$ cat config.mk
export PLATFORM = sky130hd
export DESIGN_NAME = neural_stage_top
export DESIGN_NICKNAME = d
export VERILOG_FILES = /design/src/common/neuron_pkg.sv /design/src/common/float_pkg.sv /design/src/common/float_stream_if.sv /design/src/neural_stage_top.sv /design/src/stream_skid.sv /design/src/sigmoid/sigmoid_lut.sv /design/src/weight_multiplier.sv
export SDC_FILE = /design/constraint.sdc
export NUM_CORES = 2
export LEC_CHECK = 0
export ABC_AREA = 0
export BUFFER_PORTS_ARGS = -buffer_cell sky130_fd_sc_hd__buf_4
export CAP_MARGIN = 40
export CORE_ASPECT_RATIO = 1.5
export CORE_UTILIZATION = 36
export CTS_CLUSTER_SIZE = 10
export DETAILED_ROUTE_END_ITERATION = 12
export MAX_ROUTING_LAYER = met4
export SLEW_MARGIN = 30
export SYNTH_ARGS = -nofsm -noshare
export SYNTH_HDL_FRONTEND = slang
export SYNTH_SLANG_ARGS = --single-unit
$ cat constraint.sdc
create_clock -name clk -period 40.9 [get_ports clk]
set_input_delay 8.18 -clock clk [delete_from_list [all_inputs] [get_ports clk]]
set_output_delay 8.18 -clock clk [all_outputs]
set_load 0.05 [all_outputs]
$ cat src/common/neuron_pkg.sv
// Command opcode enum, tag width and weight count
`default_nettype none

package neuron_pkg;

  // ----------------------------------------
  // Command stream
  // ----------------------------------------

  // Load writes the weight bank, eval runs multiply and sigmoid
  typedef enum logic {
    op_load_weight = 1'b0,
    op_eval        = 1'b1
  } opcode_t;

  // Tag picks the weight and comes back with the result
  localparam int tag_width = 4;

  // One weight per tag value
  localparam int weight_count = 16;

endpackage

`default_nettype wire

$ cat src/common/float_pkg.sv
// Float number type, exponent limits and float constants
`default_nettype none

package float_pkg;

  // ----------------------------------------
  // Single precision layout
  // ----------------------------------------

  // Sign, biased exponent, mantissa without the hidden one
  typedef struct packed {
    logic        sgn;
    logic [7:0]  exp;
    logic [22:0] man;
  } float_24_8;

  // Exponent bias
  localparam int float_bias = 127;

  // Largest exponent kept, overflow saturates here
  localparam int float_exp_max = 254;

  // ----------------------------------------
  // Constants
  // ----------------------------------------

  // Exponent zero counts as zero, no denormals
  localparam float_24_8 float_zero = '{sgn: 1'b0, exp: 8'd0, man: 23'd0};

  localparam float_24_8 float_one = '{sgn: 1'b0, exp: 8'd127, man: 23'd0};

endpackage

`default_nettype wire
$ cat src/common/float_stream_if.sv
// Tagged float stream interface with source and sink modports
`timescale 1ns/1ps
`default_nettype none

interface float_stream_if
  import float_pkg::*, neuron_pkg::*;
();

  logic                 valid;
  logic                 ready;
  logic [tag_width-1:0] tag;
  float_24_8            data;

  // Producer side
  modport source (output valid, output tag, output data, input ready);

  // Consumer side
  modport sink (input valid, input tag, input data, output ready);

endinterface

`default_nettype wire

$ cat src/neural_stage_top.sv
// Neural stage top level with multiplier, sigmoid and output buffer
`timescale 1ns/1ps
`default_nettype none

module neural_stage_top
  import float_pkg::*, neuron_pkg::*;
(
  input  logic                 clk,
  input  logic                 reset,

  // Command stream
  input  logic                 in_valid,
  output logic                 in_ready,
  input  opcode_t              in_opcode,
  input  logic [tag_width-1:0] in_tag,
  input  float_24_8            in_data,

  // Result stream
  output logic                 out_valid,
  input  logic                 out_ready,
  output logic [tag_width-1:0] out_tag,
  output float_24_8            out_data
);

  // Pre-activation products
  float_stream_if product_stream ();

  // Sigmoid results
  float_stream_if activation_stream ();

  weight_multiplier u_weight_multiplier (
    .clk       (clk),
    .reset     (reset),
    .in_valid  (in_valid),
    .in_ready  (in_ready),
    .in_opcode (in_opcode),
    .in_tag    (in_tag),
    .in_data   (in_data),
    .product   (product_stream.source)
  );

  sigmoid_lut u_sigmoid_lut (
    .clk   (clk),
    .reset (reset),
    .pre   (product_stream.sink),
    .act   (activation_stream.source)
  );

  stream_skid u_stream_skid (
    .clk       (clk),
    .reset     (reset),
    .in        (activation_stream.sink),
    .out_valid (out_valid),
    .out_ready (out_ready),
    .out_tag   (out_tag),
    .out_data  (out_data)
  );

endmodule

`default_nettype wire

$ cat src/stream_skid.sv
// Two-entry output FIFO with bypass when empty
`timescale 1ns/1ps
`default_nettype none

module stream_skid
  import float_pkg::*, neuron_pkg::*;
(
  input  logic                 clk,
  input  logic                 reset,
  float_stream_if.sink         in,
  output logic                 out_valid,
  input  logic                 out_ready,
  output logic [tag_width-1:0] out_tag,
  output float_24_8            out_data
);

  float_24_8            data_mem [2];
  logic [tag_width-1:0] tag_mem [2];
  logic                 rd_ptr;
  logic                 wr_ptr;
  logic [1:0]           count;
  logic                 empty;
  logic                 bypass;
  logic                 push;
  logic                 pop;

  assign empty = count == 2'd0;

  // Occupancy only, no path from out_ready
  assign in.ready = count != 2'd2;

  // Empty and taken straight away, nothing is stored
  assign bypass = empty && out_ready;
  assign push   = in.valid && in.ready && !bypass;
  assign pop    = !empty && out_ready;

  assign out_valid = !empty || in.valid;
  assign out_tag   = empty ? in.tag : tag_mem[rd_ptr];
  assign out_data  = empty ? in.data : data_mem[rd_ptr];

  always_ff @(posedge clk) begin
    if (reset) begin
      rd_ptr <= 1'b0;
      wr_ptr <= 1'b0;
      count  <= 2'd0;
    end else begin
      if (push) begin
        wr_ptr <= !wr_ptr;
      end
      if (pop) begin
        rd_ptr <= !rd_ptr;
      end
      count <= count + 2'(push) - 2'(pop);
    end
  end

  // Entry storage
  always_ff @(posedge clk) begin
    if (push) begin
      data_mem[wr_ptr] <= in.data;
      tag_mem[wr_ptr]  <= in.tag;
    end
  end

endmodule

`default_nettype wire

$ cat src/sigmoid/sigmoid_lut.sv
// Piecewise-linear sigmoid lookup with registered output, tag and valid
`timescale 1ns/1ps
`default_nettype none

module sigmoid_lut
  import float_pkg::*;
(
  input logic          clk,
  input logic          reset,
  float_stream_if.sink   pre,
  float_stream_if.source act
);

  float_24_8   x;
  logic [7:0]  sig_exp;
  logic [22:0] sig_man;
  float_24_8   sig;

  assign x = pre.data;

  // Stage moves when its output slot is empty or being taken
  assign pre.ready = !act.valid || act.ready;

  // ----------------------------------------
  // Exponent table
  // ----------------------------------------
  always_comb begin
    if (x.exp > 8'd129) begin
      sig_exp = x.sgn ? float_zero.exp : float_one.exp;
    end else if (x.exp == 8'd129) begin
      if (!x.sgn) begin
        sig_exp = 8'd126;
      end else if (!x.man[22]) begin
        sig_exp = 8'd121;
      end else if (!x.man[21]) begin
        sig_exp = 8'd120;
      end else if (!x.man[20]) begin
        sig_exp = 8'd119;
      end else if (!x.man[19]) begin
        sig_exp = 8'd118;
      end else begin
        // Deep negative tail flushes to zero
        sig_exp = 8'd0;
      end
    end else if (x.exp == 8'd128) begin
      if (x.sgn) begin
        sig_exp = x.man[22] ? 8'd122 : 8'd123;
      end else begin
        sig_exp = 8'd126;
      end
    end else if (x.exp == 8'd127) begin
      sig_exp = x.sgn ? 8'd124 : 8'd126;
    end else begin
      // Small x sits near one half
      sig_exp = x.sgn ? 8'd125 : 8'd126;
    end
  end

  // ----------------------------------------
  // Mantissa table
  // ----------------------------------------
  always_comb begin
    if (x.exp > 8'd129) begin
      sig_man = 23'd0;
    end else if (x.exp == 8'd129) begin
      sig_man = x.sgn ? 23'd0 : {4'he, x.man[22:4]};
    end else if (x.exp == 8'd128) begin
      sig_man = x.sgn ? {~x.man[21:0], 1'b0} : {3'h6, x.man[22:3]};
    end else if (x.exp == 8'd127) begin
      sig_man = x.sgn ? ~x.man : {2'h2, x.man[22:2]};
    end else if (x.exp == 8'd126) begin
      sig_man = x.sgn ? {1'h0, ~x.man[22:1]} : {2'h1, x.man[22:2]};
    end else if (x.exp == 8'd125) begin
      sig_man = x.sgn ? {2'h2, ~x.man[22:2]} : {3'h1, x.man[22:3]};
    end else if (x.exp == 8'd124) begin
      sig_man = x.sgn ? {3'h6, ~x.man[22:3]} : {4'h1, x.man[22:4]};
    end else begin
      // Five place shift below 124
      sig_man = x.sgn ? {4'he, ~x.man[22:4]} : {5'h1, x.man[22:5]};
    end
  end

  // Sigmoid output is never negative
  assign sig = '{sgn: 1'b0, exp: sig_exp, man: sig_man};

  always_ff @(posedge clk) begin
    if (reset) begin
      act.valid <= 1'b0;
    end else if (pre.ready) begin
      act.valid <= pre.valid;
    end
  end

  always_ff @(posedge clk) begin
    if (pre.valid && pre.ready) begin
      act.tag  <= pre.tag;
      act.data <= sig;
    end
  end

endmodule

`default_nettype wire

$ cat src/weight_multiplier.sv
// Weight bank and registered float multiply of the input by the tagged weight
`timescale 1ns/1ps
`default_nettype none

module weight_multiplier
  import float_pkg::*, neuron_pkg::*;
(
  input  logic                 clk,
  input  logic                 reset,
  input  logic                 in_valid,
  output logic                 in_ready,
  input  opcode_t              in_opcode,
  input  logic [tag_width-1:0] in_tag,
  input  float_24_8            in_data,
  float_stream_if.source       product
);

  float_24_8         weights [weight_count];
  float_24_8         weight;
  float_24_8         result;
  logic [47:0]       man_prod;
  logic signed [9:0] exp_sum;
  logic              accept;
  logic              is_eval;

  // Advance when the product register is free or drains this cycle
  assign in_ready = !product.valid || product.ready;
  assign accept   = in_valid && in_ready;
  assign is_eval  = in_opcode == op_eval;

  // Bank read is combinational so a load lands before the next eval
  assign weight = weights[in_tag];

  // ----------------------------------------
  // Float multiply, truncating
  // ----------------------------------------

  // Both mantissas with hidden ones, 24 x 24 bits
  assign man_prod = {1'b1, in_data.man} * {1'b1, weight.man};

  // Top product bit set means normalize up by one
  assign exp_sum = 10'(in_data.exp) + 10'(weight.exp) + 10'(man_prod[47])
                 - 10'(float_bias);

  always_comb begin
    result.sgn = in_data.sgn ^ weight.sgn;
    result.exp = exp_sum[7:0];
    result.man = man_prod[47] ? man_prod[46:24] : man_prod[45:23];
    if (in_data.exp == 8'd0 || weight.exp == 8'd0 || exp_sum < 10'sd1) begin
      // Zero operand or underflow
      result = float_zero;
    end else if (exp_sum > $signed(10'(float_exp_max))) begin
      result.exp = 8'(float_exp_max);
    end
  end

  // ----------------------------------------
  // Registers
  // ----------------------------------------

  always_ff @(posedge clk) begin
    if (reset) begin
      product.valid <= 1'b0;
      for (int i = 0; i < weight_count; i++) begin
        weights[i] <= float_zero;
      end
    end else begin
      // Loads take a slot but emit nothing
      if (in_ready) begin
        product.valid <= in_valid && is_eval;
      end
      if (accept && !is_eval) begin
        weights[in_tag] <= in_data;
      end
    end
  end

  // Payload
  always_ff @(posedge clk) begin
    if (accept && is_eval) begin
      product.tag  <= in_tag;
      product.data <= result;
    end
  end

endmodule

`default_nettype wire

==> impl_metrics.env <==
export IMPL_outcome="completed"
export IMPL_fp_row_count=165
export IMPL_worstSetupStartpointType="input port"
export IMPL_hold_viol_final=0
export IMPL_post_place_ws_ns=20.09
export IMPL_synth_main_ff_cell="edfxtp_1"
export IMPL_stdcell_count=5955
export IMPL_max_cap_violations=0
export IMPL_grt_pass1_wl_um=209800
export IMPL_htree_levels=3
export IMPL_timing_worst_slew_pin_value_ns=0.8644
export IMPL_die_h_um=453.1
export IMPL_post_cts_buffers=0
export IMPL_synth_seq_cells=651
export IMPL_dieArea_um2=137200
export IMPL_cts_resized=0
export IMPL_drive_gt1_share_pct=10.61
export IMPL_num_vias=31764
export IMPL_power_leakage_nw=22.08
export IMPL_fin_setup_tns_ns=0
export IMPL_drc=0
export IMPL_core_area_um2=134600
export IMPL_track_usage_pct=21.26
export IMPL_crit_type="input port to flip-flop"
export IMPL_hpwl_um=97260
export IMPL_rsz0062_at_grt="false"
export IMPL_num_io_pins=79
export IMPL_cts_buffers=77
export IMPL_worst_slack_ns=20.87
export IMPL_yosysWarnings=0
export IMPL_drv_slew=0
export IMPL_initial_core_util_pct=36.29
export IMPL_crit_fanout=48
export IMPL_synth_edf_count=644
export IMPL_fp_dieW_um=302.8
export IMPL_skew_ns=0.06000
export IMPL_final_min_clock_period_ns=20.03
export IMPL_fin_util_pct=39.73
export IMPL_critPathArrivalTime_ns=20.43
export IMPL_relSlewSlack_pct=42.18
export IMPL_wl_per_cell_um=23.44
export IMPL_n_fill_cell=12796
export IMPL_grt_start_max_net_pins=89
export IMPL_antenna_found_initial=8
export IMPL_synth_area_leader_cell="edfxtp_1"
export IMPL_clockBufferDepth=3
export IMPL_async_flop_share_pct=0
export IMPL_crit_family="adder cells"
export IMPL_crit_slowest_cell="mux4_2"
export IMPL_synth_top_area_share_pct=39.59
export IMPL_max_stage_delay_ns=0.73
export IMPL_max_freq_mhz=49.93
export IMPL_yosysSeqAreaShare_pct=39.88
export IMPL_totalPowerFinal_mw=4.622
export IMPL_critPathRequiredTime_ns=41.30
export IMPL_path_clk_slew_ns=0.05
export IMPL_overflow=0
export IMPL_grt_pass1_vias=34073
export IMPL_setup_violations=0
export IMPL_min_path_type="flip-flop to flip-flop"
export IMPL_ir_drop_uv=166.7
export IMPL_critPathCaptureType="flip-flop"
export IMPL_dr_pass1_iters=5
export IMPL_gp_congestion=0.9144
export IMPL_layout_common_cells="edfxtp_1 (644), inv_1 (588), and2_1 (560)"
export IMPL_yosys_top_cells_area="edfxtp_1 (40%), fa_1 (20%), mux4_2 (7.2%)"
export IMPL_cp_common_cell="fa_1"
export IMPL_fin_nets=4882
export IMPL_synthesis_area_um2=48840
export IMPL_ant_nets=0
export IMPL_routed_wl_um=139600
export IMPL_cts_sink_count=651
export IMPL_cts_tree="done"
export IMPL_final_common_cell="edfxtp_1"
export IMPL_insertion_delay_ns=0.71
export IMPL_numPortBuffers=76
export IMPL_area_delta_synth_final_pct=9.475
export IMPL_path_buf_inv=13
export IMPL_post_place_cells=5851
export IMPL_viasPerCell=5.334
export IMPL_holdBufCountCts=0
export IMPL_powerDensity_nw_per_um2=86.44
export IMPL_cts_root_buf="clkbuf_16"
export IMPL_syn_inst=4264
export IMPL_period_share_pct=48.96
export IMPL_drt_iter0_drc=2478
export IMPL_syn_area_per_cell_um2=11.46
export IMPL_synth_cell_types=71
[per-stage QoR]
stage | hold slack [ns] | area (µm²)
3_5_place_dp | 0.4045 | 51260
5_1_grt | 0.4373 | 53470
4_1_cts | 0.4139 | 53450
3_3_place_gp | 0.4033 | 50970
2_1_floorplan | 0.4003 | 48850
6_report | 0.4179 | 53470
[cell usage after synthesis (12+ instances only)]
cell type  count
or2_2         18
mux4_2       157
edfxtp_1     644
o22ai_1       15
and2_1       560
nor3_1       126
inv_1        589
mux2i_1       55
o21ai_0       76
a211oi_1      12
clkbuf_1     258
nand3_1       32
buf_1         35
nor2_1       197
a21oi_1      162
fa_1         482
ha_1         181
nor4_1        42
buf_2         15
xnor2_1       28
nand2_1      368
a21o_1        42
[cell families (layout without fill, tap and decap cells)]
| kind of cell | Yosys count | in the layout | synth area share (%) |
|---|---|---|---|
| AND/OR/NAND/NOR | 1403 | 1403 | 14.72 |
| buffers and inverters | 911 | 842 | 7.108 |
| XOR/XNOR | 39 | 39 | 0.6993 |
| AO/OA/AOI/OAI | 379 | 379 | 4.667 |
| flip-flops | 651 | 651 | 39.88 |
| other | 1 | 8 | 0.007677 |
| adder cells (fa/ha/maj) | 663 | 663 | 24.39 |
| multiplexers | 217 | 217 | 8.528 |
[where the power goes]
group	total [mW]	switching, mW	leakage, nW	internal (mW)
Clock	0.622	0.279	1.05	0.343
Combinational	3.15	1.92	14.3	1.23
Sequential	0.850	0.0312	6.77	0.819
[layer usage]
layer | global-route usage, % | routed length [µm]
met1 | 22.29 | 49680
met2 | 38.24 | 74610
met3 | 2.793 | 7301
met4 | 11.60 | 8001
met5 | - | 0
[flip-flops by register name, indices dropped and copies added (netlist names), named ones only]
name,cells
u_stream_skid.tag_mem,8
u_stream_skid.data_mem,56
u_stream_skid.wr_ptr,1
u_weight_multiplier.product.data,32
u_weight_multiplier.weights,512
u_sigmoid_lut.act.tag,4
u_sigmoid_lut.act.valid,1
u_stream_skid.rd_ptr,1
u_stream_skid.count,2
u_sigmoid_lut.act.data,28
u_weight_multiplier.product.tag,4
u_weight_multiplier.product.valid,1
[worst reg2reg max path: cells and delay by family, from the launching register on]
kind | cells | cell delay, ns
fa+ha+maj | 9 | 4.19
simple gates | 8 | 2.11
compound gates | 7 | 1.82
buf+inv | 11 | 1.42
mux | 3 | 1.06
flops | 1 | 0.39
[final cells by class]
| class | count | area, µm² | area share (%) |
|---|---|---|---|
| timing repair buffer | 149 | 1325 | 2.478 |
| antenna | 6 | 15.01 | 0.02808 |
| multi-input combinational | 2703 | 26030 | 48.68 |
| clock buffer | 85 | 1957 | 3.660 |
| inverter | 596 | 2237 | 4.184 |
| clock inverter | 12 | 234.0 | 0.4376 |
| sequential | 651 | 19480 | 36.43 |
| tap | 1753 | 2193 | 4.102 |
[path summary, 6_finish.rpt]
check / start / end / slack [ns] / cells after the start
worst max-delay path: in_tag[0] / u_weight_multiplier.product.data[7] / 20.87 / 41
worst min-delay path: u_weight_multiplier.product.tag[2] / u_sigmoid_lut.act.tag[2] / 0.42 / 0
worst max register to register: u_weight_multiplier.weights[13][0] / u_weight_multiplier.product.data[7] / 29.57 / 38
worst min register to register: u_weight_multiplier.product.tag[2] / u_sigmoid_lut.act.tag[2] / 0.42 / 0
Note: power is estimated with default switching activity, not from simulation.
